**src/rvcore_params.svh**
```systemverilog
`ifndef RVCORE_PARAMS_SVH
`define RVCORE_PARAMS_SVH

// Address of the first instruction fetched after reset
`define RESET_PC 32'h8000_0000

`define XLEN     32 // Data and address width

`define NUM_REGS 32 // x0..x31

`endif

```
**src/rvPkg.sv**
```systemverilog
`default_nettype none

`include "rvcore_params.svh"

package rvPkg;

  typedef logic [`XLEN-1:0]             word_t;
  typedef logic [$clog2(`NUM_REGS)-1:0] regIdx_t;
  typedef logic [6:0]                   opcode_t;

  // RV32I major opcodes
  localparam opcode_t OPC_LUI    = 7'b0110111;
  localparam opcode_t OPC_AUIPC  = 7'b0010111;
  localparam opcode_t OPC_JAL    = 7'b1101111;
  localparam opcode_t OPC_JALR   = 7'b1100111;
  localparam opcode_t OPC_BRANCH = 7'b1100011;
  localparam opcode_t OPC_LOAD   = 7'b0000011;
  localparam opcode_t OPC_STORE  = 7'b0100011;
  localparam opcode_t OPC_OP_IMM = 7'b0010011;
  localparam opcode_t OPC_OP     = 7'b0110011;
  localparam opcode_t OPC_SYSTEM = 7'b1110011;

  localparam word_t INST_EBREAK = 32'h0010_0073;

  typedef enum logic [3:0] {
    ALU_ADD, ALU_SUB, ALU_SLL, ALU_SLT, ALU_SLTU, ALU_XOR,
    ALU_SRL, ALU_SRA, ALU_OR, ALU_AND, ALU_PASSB
  } aluOp_t;

  typedef enum logic [2:0] {
    BR_EQ, BR_NE, BR_LT, BR_GE, BR_LTU, BR_GEU, BR_NONE
  } brCond_t;

  typedef enum logic [1:0] {WB_MEM, WB_ALU, WB_PC4} wbSel_t;

  typedef enum logic [2:0] {IMM_I, IMM_S, IMM_B, IMM_U, IMM_J} immType_t;

  typedef enum logic [1:0] {MEM_NONE, MEM_LOAD, MEM_STORE} memOp_t;

  typedef enum logic [2:0] {
    LSU_IDLE, LSU_WADDR, LSU_WRESP, LSU_RADDR, LSU_RDATA
  } lsuState_t;

endpackage

`default_nettype wire

```
**src/axiLiteIf.sv**
```systemverilog
`default_nettype none

`include "rvcore_params.svh"

interface axiLiteIf;
  import rvPkg::*;

  word_t              awaddr;
  logic               awvalid;
  logic               awready;
  word_t              wdata;
  logic [`XLEN/8-1:0] wstrb;
  logic               wvalid;
  logic               wready;
  logic [1:0]         bresp;
  logic               bvalid;
  logic               bready;
  word_t              araddr;
  logic               arvalid;
  logic               arready;
  word_t              rdata;
  logic [1:0]         rresp;
  logic               rvalid;
  logic               rready;

  modport master (
    output awaddr, awvalid, wdata, wstrb, wvalid, bready, araddr, arvalid, rready,
    input  awready, wready, bresp, bvalid, arready, rdata, rresp, rvalid
  );

  modport slave (
    input  awaddr, awvalid, wdata, wstrb, wvalid, bready, araddr, arvalid, rready,
    output awready, wready, bresp, bvalid, arready, rdata, rresp, rvalid
  );

endinterface

`default_nettype wire

```
**src/decoder.sv**
```systemverilog
`default_nettype none

module decoder (
  input  rvPkg::word_t    inst,
  output rvPkg::aluOp_t   aluOp,
  output rvPkg::brCond_t  brCond,
  output rvPkg::immType_t immType,
  output rvPkg::wbSel_t   wbSel,
  output rvPkg::memOp_t   memOp,
  output logic            regWrite,
  output logic            aluASel,
  output logic            aluBSel,
  output logic            jump,
  output logic            jalr,
  output logic            ebreak
);
  import rvPkg::*;

  opcode_t    opcode;
  logic [2:0] funct3;
  logic       funct7Alt;

  assign opcode    = inst[6:0];
  assign funct3    = inst[14:12];
  assign funct7Alt = inst[30]; // Picks SUB and SRA

  function automatic aluOp_t arithOp(input logic [2:0] f3, input logic alt);
    aluOp_t op;
    case (f3)
      3'b000:  op = alt ? ALU_SUB : ALU_ADD;
      3'b001:  op = ALU_SLL;
      3'b010:  op = ALU_SLT;
      3'b011:  op = ALU_SLTU;
      3'b100:  op = ALU_XOR;
      3'b101:  op = alt ? ALU_SRA : ALU_SRL;
      3'b110:  op = ALU_OR;
      default: op = ALU_AND;
    endcase
    return op;
  endfunction

  always_comb begin
    aluOp    = ALU_ADD;
    brCond   = BR_NONE;
    immType  = IMM_I;
    wbSel    = WB_ALU;
    memOp    = MEM_NONE;
    regWrite = 1'b0;
    aluASel  = 1'b0;
    aluBSel  = 1'b0;
    jump     = 1'b0;
    jalr     = 1'b0;
    ebreak   = 1'b0;
    case (opcode)
      OPC_LUI: begin
        immType  = IMM_U;
        aluOp    = ALU_PASSB;
        aluBSel  = 1'b1;
        regWrite = 1'b1;
      end
      OPC_AUIPC: begin
        immType  = IMM_U;
        aluASel  = 1'b1;
        aluBSel  = 1'b1;
        regWrite = 1'b1;
      end
      OPC_JAL: begin
        immType  = IMM_J;
        aluASel  = 1'b1; // pc + imm
        aluBSel  = 1'b1;
        wbSel    = WB_PC4;
        regWrite = 1'b1;
        jump     = 1'b1;
      end
      OPC_JALR: begin
        aluBSel  = 1'b1;
        wbSel    = WB_PC4;
        regWrite = 1'b1;
        jalr     = 1'b1;
      end
      OPC_BRANCH: begin
        // ALU sees rs1 and rs2 for the compare, target is formed in the core
        immType = IMM_B;
        aluOp   = ALU_SUB;
        case (funct3)
          3'b000:  brCond = BR_EQ;
          3'b001:  brCond = BR_NE;
          3'b100:  brCond = BR_LT;
          3'b101:  brCond = BR_GE;
          3'b110:  brCond = BR_LTU;
          3'b111:  brCond = BR_GEU;
          default: brCond = BR_NONE;
        endcase
      end
      OPC_LOAD: begin
        if (funct3 == 3'b010) begin // lw only
          aluBSel  = 1'b1;
          memOp    = MEM_LOAD;
          wbSel    = WB_MEM;
          regWrite = 1'b1;
        end
      end
      OPC_STORE: begin
        if (funct3 == 3'b010) begin // sw only
          immType = IMM_S;
          aluBSel = 1'b1;
          memOp   = MEM_STORE;
        end
      end
      OPC_OP_IMM: begin
        aluOp    = arithOp(funct3, funct7Alt && funct3 == 3'b101);
        aluBSel  = 1'b1;
        regWrite = 1'b1;
      end
      OPC_OP: begin
        aluOp    = arithOp(funct3, funct7Alt);
        regWrite = 1'b1;
      end
      OPC_SYSTEM: ebreak = (inst == INST_EBREAK);
      default: ; // Unknown opcode retires as a no-op
    endcase
  end

endmodule

`default_nettype wire

```
**src/immGen.sv**
```systemverilog
`default_nettype none

module immGen (
  input  rvPkg::word_t    inst,
  input  rvPkg::immType_t immType,
  output rvPkg::word_t    imm
);
  import rvPkg::*;

  always_comb begin
    case (immType)
      IMM_S:   imm = {{20{inst[31]}}, inst[31:25], inst[11:7]};
      IMM_B:   imm = {{19{inst[31]}}, inst[31], inst[7], inst[30:25], inst[11:8], 1'b0};
      IMM_U:   imm = {inst[31:12], 12'b0};
      IMM_J:   imm = {{11{inst[31]}}, inst[31], inst[19:12], inst[20], inst[30:21], 1'b0};
      default: imm = {{20{inst[31]}}, inst[31:20]}; // I type
    endcase
  end

endmodule

`default_nettype wire

```
**src/regFile.sv**
```systemverilog
`default_nettype none

`include "rvcore_params.svh"

module regFile (
  input  logic           clk,
  input  logic           rst,
  input  logic           wen,
  input  rvPkg::regIdx_t waddr,
  input  rvPkg::word_t   wdata,
  input  rvPkg::regIdx_t raddr1,
  input  rvPkg::regIdx_t raddr2,
  output rvPkg::word_t   rdata1,
  output rvPkg::word_t   rdata2
);
  import rvPkg::*;

  word_t regs [`NUM_REGS];

  // x0 is cleared by reset and never written, so it always reads zero
  always_ff @(posedge clk) begin
    if (rst) begin
      for (int i = 0; i < `NUM_REGS; i++) begin
        regs[i] <= '0;
      end
    end else if (wen && waddr != '0) begin
      regs[waddr] <= wdata;
    end
  end

  assign rdata1 = regs[raddr1];
  assign rdata2 = regs[raddr2];

endmodule

`default_nettype wire

```
**src/alu.sv**
```systemverilog
`default_nettype none

module alu (
  input  rvPkg::word_t   a,
  input  rvPkg::word_t   b,
  input  rvPkg::aluOp_t  aluOp,
  input  rvPkg::brCond_t brCond,
  output rvPkg::word_t   result,
  output logic           brTaken
);
  import rvPkg::*;

  always_comb begin
    case (aluOp)
      ALU_ADD:   result = a + b;
      ALU_SUB:   result = a - b;
      ALU_SLL:   result = a << b[4:0];
      ALU_SLT:   result = word_t'($signed(a) < $signed(b));
      ALU_SLTU:  result = word_t'(a < b);
      ALU_XOR:   result = a ^ b;
      ALU_SRL:   result = a >> b[4:0];
      ALU_SRA:   result = word_t'($signed(a) >>> b[4:0]);
      ALU_OR:    result = a | b;
      ALU_AND:   result = a & b;
      ALU_PASSB: result = b; // lui
      default:   result = '0;
    endcase
  end

  always_comb begin
    case (brCond)
      BR_EQ:   brTaken = (a == b);
      BR_NE:   brTaken = (a != b);
      BR_LT:   brTaken = ($signed(a) < $signed(b));
      BR_GE:   brTaken = ($signed(a) >= $signed(b));
      BR_LTU:  brTaken = (a < b);
      BR_GEU:  brTaken = (a >= b);
      default: brTaken = 1'b0;
    endcase
  end

endmodule

`default_nettype wire

```
**src/lsuAxi.sv**
```systemverilog
`default_nettype none

module lsuAxi (
  input  logic          clk,
  input  logic          rst,
  input  rvPkg::memOp_t memOp,
  input  logic          start,
  input  rvPkg::word_t  addr,
  input  rvPkg::word_t  storeData,
  output rvPkg::word_t  loadData,
  output logic          done,
  axiLiteIf.master      bus
);
  import rvPkg::*;

  lsuState_t state;
  word_t     addrReg;
  word_t     dataReg;
  logic      awvalidReg;
  logic      wvalidReg;
  logic      arvalidReg;
  logic      awLast; // AW accepted now or earlier
  logic      wLast;

  assign bus.awaddr  = addrReg;
  assign bus.awvalid = awvalidReg;
  assign bus.wdata   = dataReg;
  assign bus.wstrb   = '1; // Word stores only
  assign bus.wvalid  = wvalidReg;
  assign bus.bready  = (state == LSU_WRESP);
  assign bus.araddr  = addrReg;
  assign bus.arvalid = arvalidReg;
  assign bus.rready  = (state == LSU_RDATA);

  // Error responses on reads return zero
  assign loadData = bus.rresp[1] ? '0 : bus.rdata;

  assign done = (state == LSU_WRESP && bus.bvalid) || (state == LSU_RDATA && bus.rvalid);

  assign awLast = !awvalidReg || bus.awready;
  assign wLast  = !wvalidReg || bus.wready;

  always_ff @(posedge clk) begin
    if (state == LSU_IDLE && start) begin
      addrReg <= addr;
      dataReg <= storeData;
    end
  end

  always_ff @(posedge clk) begin
    if (rst) begin
      state      <= LSU_IDLE;
      awvalidReg <= 1'b0;
      wvalidReg  <= 1'b0;
      arvalidReg <= 1'b0;
    end else begin
      case (state)
        LSU_IDLE: begin
          if (start && memOp == MEM_STORE) begin
            state      <= LSU_WADDR;
            awvalidReg <= 1'b1;
            wvalidReg  <= 1'b1;
          end else if (start && memOp == MEM_LOAD) begin
            state      <= LSU_RADDR;
            arvalidReg <= 1'b1;
          end
        end
        LSU_WADDR: begin
          // AW and W may be accepted in either order
          if (bus.awready) awvalidReg <= 1'b0;
          if (bus.wready) wvalidReg <= 1'b0;
          if (awLast && wLast) state <= LSU_WRESP;
        end
        LSU_WRESP: if (bus.bvalid) state <= LSU_IDLE;
        LSU_RADDR: begin
          if (bus.arready) begin
            arvalidReg <= 1'b0;
            state      <= LSU_RDATA;
          end
        end
        LSU_RDATA: if (bus.rvalid) state <= LSU_IDLE;
        default: state <= LSU_IDLE;
      endcase
    end
  end

endmodule

`default_nettype wire

```
**src/rvCore.sv**
```systemverilog
`default_nettype none

`include "rvcore_params.svh"

module rvCore (
  input  logic               clk,
  input  logic               rst,
  output rvPkg::word_t       pc,
  input  rvPkg::word_t       inst,
  output logic               halted,
  output rvPkg::word_t       mAwaddr,
  output logic               mAwvalid,
  input  logic               mAwready,
  output rvPkg::word_t       mWdata,
  output logic [`XLEN/8-1:0] mWstrb,
  output logic               mWvalid,
  input  logic               mWready,
  input  logic [1:0]         mBresp,
  input  logic               mBvalid,
  output logic               mBready,
  output rvPkg::word_t       mAraddr,
  output logic               mArvalid,
  input  logic               mArready,
  input  rvPkg::word_t       mRdata,
  input  logic [1:0]         mRresp,
  input  logic               mRvalid,
  output logic               mRready
);
  import rvPkg::*;

  aluOp_t   aluOp;
  brCond_t  brCond;
  immType_t immType;
  wbSel_t   wbSel;
  memOp_t   memOp;
  logic     regWrite;
  logic     aluASel;
  logic     aluBSel;
  logic     jump;
  logic     jalr;
  logic     ebreak;
  logic     brTaken;
  logic     lsuDone;
  logic     stall;
  regIdx_t  rs1;
  regIdx_t  rs2;
  regIdx_t  rd;
  word_t    imm;
  word_t    rs1Data;
  word_t    rs2Data;
  word_t    aluA;
  word_t    aluB;
  word_t    aluResult;
  word_t    loadData;
  word_t    wbData;
  word_t    pcPlus4;
  word_t    pcNext;

  axiLiteIf bus ();

  assign mAwaddr      = bus.awaddr;
  assign mAwvalid     = bus.awvalid;
  assign bus.awready  = mAwready;
  assign mWdata       = bus.wdata;
  assign mWstrb       = bus.wstrb;
  assign mWvalid      = bus.wvalid;
  assign bus.wready   = mWready;
  assign bus.bresp    = mBresp;
  assign bus.bvalid   = mBvalid;
  assign mBready      = bus.bready;
  assign mAraddr      = bus.araddr;
  assign mArvalid     = bus.arvalid;
  assign bus.arready  = mArready;
  assign bus.rdata    = mRdata;
  assign bus.rresp    = mRresp;
  assign bus.rvalid   = mRvalid;
  assign mRready      = bus.rready;

  assign rs1 = inst[19:15];
  assign rs2 = inst[24:20];
  assign rd  = inst[11:7];

  decoder uDecoder (
    .inst, .aluOp, .brCond, .immType, .wbSel, .memOp,
    .regWrite, .aluASel, .aluBSel, .jump, .jalr, .ebreak
  );

  immGen uImmGen (.inst, .immType, .imm);

  // Memory instructions hold the core until the bus transaction finishes
  assign stall = (memOp != MEM_NONE) && !lsuDone;

  regFile uRegFile (
    .clk, .rst,
    .wen    (regWrite && !stall && !halted),
    .waddr  (rd),
    .wdata  (wbData),
    .raddr1 (rs1),
    .raddr2 (rs2),
    .rdata1 (rs1Data),
    .rdata2 (rs2Data)
  );

  assign aluA = aluASel ? pc : rs1Data;
  assign aluB = aluBSel ? imm : rs2Data;

  alu uAlu (.a(aluA), .b(aluB), .aluOp, .brCond, .result(aluResult), .brTaken);

  lsuAxi uLsu (
    .clk, .rst, .memOp,
    .start     ((memOp != MEM_NONE) && !halted),
    .addr      (aluResult),
    .storeData (rs2Data),
    .loadData,
    .done      (lsuDone),
    .bus       (bus.master)
  );

  assign pcPlus4 = pc + 32'd4;

  always_comb begin
    case (wbSel)
      WB_MEM:  wbData = loadData;
      WB_PC4:  wbData = pcPlus4;
      default: wbData = aluResult;
    endcase
  end

  always_comb begin
    if (stall || halted) pcNext = pc;
    else if (jalr) pcNext = {aluResult[`XLEN-1:1], 1'b0};
    else if (jump || brTaken) pcNext = pc + imm; // Branch target
    else pcNext = pcPlus4;
  end

  always_ff @(posedge clk) begin
    if (rst) begin
      pc     <= `RESET_PC;
      halted <= 1'b0;
    end else begin
      pc <= pcNext;
      if (ebreak) halted <= 1'b1; // Sticky until reset
    end
  end

endmodule

`default_nettype wire

```
**config.mk**
```make
export PLATFORM = sky130hd
export DESIGN_NAME = rvCore
export DESIGN_NICKNAME = d
export VERILOG_FILES = /design/src/rvPkg.sv /design/src/axiLiteIf.sv /design/src/decoder.sv /design/src/immGen.sv /design/src/regFile.sv /design/src/alu.sv /design/src/lsuAxi.sv /design/src/rvCore.sv
export VERILOG_INCLUDE_DIRS = /design/src
export SDC_FILE = /design/constraint.sdc
export NUM_CORES = 2
export LEC_CHECK = 0
export CORE_ASPECT_RATIO = 2
export CORE_MARGIN = 1.5
export CORE_UTILIZATION = 47
export DETAILED_ROUTE_END_ITERATION = 12
export DONT_BUFFER_PORTS = 1
export GPL_TIMING_DRIVEN = 1
export SLEW_MARGIN = 20
export SYNTH_ARGS = -nofsm -noshare
export SYNTH_HDL_FRONTEND = slang
export SYNTH_SLANG_ARGS = --single-unit
```
**constraint.sdc**
```tcl
create_clock -name clk -period 13 [get_ports clk]
set_input_delay 2.6 -clock clk [delete_from_list [all_inputs] [get_ports clk]]
set_output_delay 2.6 -clock clk [all_outputs]
set_load 0.05 [all_outputs]
```
==> results_dict.tcl <==
set metrics [dict create \
    outcome "complete, no violations" \
    cts.htree.levels 3 \
    totalWireLength_um 372600 \
    drtIter0Drc 9204 \
    grt_use_met3 0.2082 \
    rows 199 \
    netlist.area_leader.share 0.4679 \
    reg2reg_setup_slack_ns 4.39 \
    critPathLaunchType "input port" \
    fin_ws_ns 1.364 \
    synth_async_sr_flop_share 0 \
    fin_setup_tns_ns 0 \
    synth_edf_count 1088 \
    clkTransAtPathRegs_ns 0.07 \
    grt_pass1_wl_um 500600 \
    p_per_area_nw_per_um2 140.7 \
    tightestPinTransition_ns 1.325 \
    cts_sinks 1127 \
    wl_per_cell_um 47.34 \
    ys_types 97 \
    area_growth_pct 9.341 \
    r2r_cells 20 \
    antenna_found_initial 58 \
    hold-path-cell-count 2 \
    grt_remaining_overflow 0 \
    post_cts_resized 0 \
    critPathRequiredTime_ns 13.45 \
    startpoint "inst[20]" \
    drc_errors 0 \
    dp_slack_ns 2.032 \
    drive_gt1_frac 0.2040 \
    finClkSkew_ns 0.04916 \
    postCtsHoldBufs 0 \
    grt_pass1_vias 56210 \
    drv_slew 0 \
    syn_inst 5992 \
    dr.pass1.iters 6 \
    worstSetupPathType "input port to register" \
    grt_start_max_net_pins 260 \
    min_to "uLsu.state[1]$_SDFFE_PP0P_" \
    setup_viol 0 \
    cp-end-kind "register" \
    dieArea_um2 151000 \
    syn_avg_cell_area_um2 11.65 \
    yosys_warnings 0 \
    slew_headroom 0.1076 \
    insertion_delay_ns 0.75 \
    fin_crit_sh 0.8951 \
    rsz0062_at_grt "no" \
    use_met1 0.5041 \
    dpl.hpwl_um 253400 \
    cts_buffers 100 \
    worstPathArrival_ns 12.08 \
    r2r_start "uRegFile.regs[15][23]$_SDFFCE_PN0P_" \
    yosysSeqAreaShare 0.4791 \
    pin_count 213 \
    dr_total_vias 58790 \
    r2r_end "uRegFile.regs[7][26]$_SDFFCE_PN0P_" \
    cts-root-buf "clkbuf_16" \
    fmax_mhz 85.94 \
    synth_area_leaders "edfxtp_1 47%, mux4_2 15%, nor2_1 6.1%" \
    hold_violations 0 \
    synth_area_um2 69830 \
    p_total_mw 10.75 \
    worst_ir_drop_vdd_v 0.0001273 \
    gp_congestion 1.137 \
    hp-class "register to register" \
    clockBufferDepth 3 \
    die_w_um 275.6 \
    numPortBuffers 0 \
    cp_max_fo 88 \
    postCtsSetupRepairBufs 0 \
    viasPerCell 7.469 \
    cts_tree "built" \
    grt_busiest_layer "met2" \
    ys.flop_type "edfxtp_1" \
    synth-seq-cells 1127 \
    initial_core_util 0.4745 \
    max_cap_violations 0 \
    final_nets 6052 \
    core_area_um2 147200 \
    hold_start "uLsu.state[1]$_SDFFE_PP0P_" \
    die_y_um 548.1 \
    grt_use_met2 0.7686 \
    power_leakage_nw 27.33 \
    antenna_left 0 \
    synth_top_area_cell "edfxtp_1" \
    final.min_clock_period_ns 11.64 \
    grtUsageTotal 0.5003 \
]
-- cell families (layout without fill, tap and decap cells) --
kind of cell,Yosys count,in the layout,synth area share
flops,1127,1127,0.4791
fa+ha+maj,135,135,0.02451
mux,872,872,0.2081
simple gates,1899,1899,0.1153
xor+xnor,76,76,0.009533
compound gates,1177,1177,0.1177
buf+inv,704,596,0.04566
other cells,2,80,0.0001076
-- flip-flops by register name, indices dropped and copies added (netlist names), 3 cells and up --
name and count:
uLsu.bus.araddr 32, pc 32, uLsu.state 3, uLsu.bus.wdata 32, uRegFile.regs 1024
-- through the flow --
| step | instance area, um2 | util | hold WS, ns | instances |
|---|---|---|---|---|
| 6_report | 76350 | 0.5188 | 0.6072 | 7871 |
| 5_1_grt | 76270 | 0.5183 | 0.6777 | 7840 |
| 4_1_cts | 75750 | 0.5148 | 0.5942 | 7806 |
| 3_5_place_dp | 72530 | 0.4929 | 0.5826 | 7628 |
| 3_3_place_gp | 72520 | 0.4929 | 0.5807 | 7627 |
| 2_1_floorplan | 69950 | - | 0.5687 | 6026 |
-- Yosys cell counts, types with 23 or more instances --
master,number
nand4_1,25
a22oi_1,117
mux2_2,89
nand3_1,119
o21ai_1,23
o211ai_1,147
nor3_1,58
dfxtp_1,39
xor2_1,34
a21oi_1,233
o22ai_1,25
clkbuf_1,282
a41oi_1,35
nor2_2,30
buf_2,199
edfxtp_1,1088
xnor2_1,42
ha_1,132
a21o_1,53
mux4_2,453
nor2b_1,39
and3_1,28
nand2b_1,27
o221ai_1,43
buf_1,39
nor2_1,1143
inv_1,104
a221oi_1,68
nand2_1,333
o21ai_0,169
mux2i_1,327
buf_4,57
a31oi_1,25
a211oi_1,29
-- critical path: stages --
cell	delay, ns
buf_16	0.41
buf_16	0.55
mux4_2	0.61
mux4_2	0.54
nand2_1	0.10
nand2_1	0.31
mux2i_1	0.67
inv_1	0.10
ha_1	0.48
a21oi_1	0.40
o21bai_1	0.10
a21oi_1	0.32
o21ai_0	0.15
a21oi_1	0.72
o211ai_1	0.25
a31oi_1	0.20
o21ai_1	0.16
a2111oi_2	1.06
o211ai_1	0.66
a221oi_4	0.44
buf_4	0.54
nor2_1	0.07
-- power breakdown --
part           total (mW)  switching [mW]  leakage (nW)  internal (mW)
combinational        3.48            2.52          14.3          0.961
sequential           4.18          0.0729          11.4           4.11
clock                3.08            1.45          1.56           1.63
-- layer usage --
layer  wire length (um)  part of all wire  vias to the layer above
met5                323           0.00087                        -
met4              45300              0.12                       32
met3              43800              0.12                     1663
met2             172700              0.46                     4916
met1             110500              0.30                    29560
li1                   -                 -                    22610
-- final cells by class --
| type | count | area, um2 |
|---|---|---|
| Fill cell | 12940 | 70800 |
| Tap cell | 1909 | 2389 |
| Inverter | 116 | 437.9 |
| Timing Repair Buffer | 302 | 2425 |
| Clock buffer | 127 | 2614 |
| Clock inverter | 51 | 603.1 |
| Antenna cell | 44 | 110.1 |
| Multi-Input combinational cell | 4195 | 34320 |
| Sequential cell | 1127 | 33450 |
-- cell usage in the layout, fill, tap and decap left out, drive strengths merged, types with 132 or more instances in the layout --
master,n
mux4,454
o21ai,195
nor2,1173
edfxtp,1088
mux2i,328
a21oi,233
ha,132
nand2,333
buf,300
o211ai,147
-- worst max-delay path by stage --
stage	end	slack, ns
after CTS	uRegFile.regs[1][31]$_SDFFCE_PN0P_	2.75
after floorplan	uRegFile.regs[3][31]$_SDFFCE_PN0P_	4.25
after detailed placement	uRegFile.regs[1][31]$_SDFFCE_PN0P_	2.03
after global routing	uRegFile.regs[1][26]$_SDFFCE_PN0P_	1.33
after global placement	pc[28]$_SDFFE_PP0P_	1.87
final	uRegFile.regs[7][26]$_SDFFCE_PN0P_	1.36
Note: power is estimated with default switching activity, not from simulation.
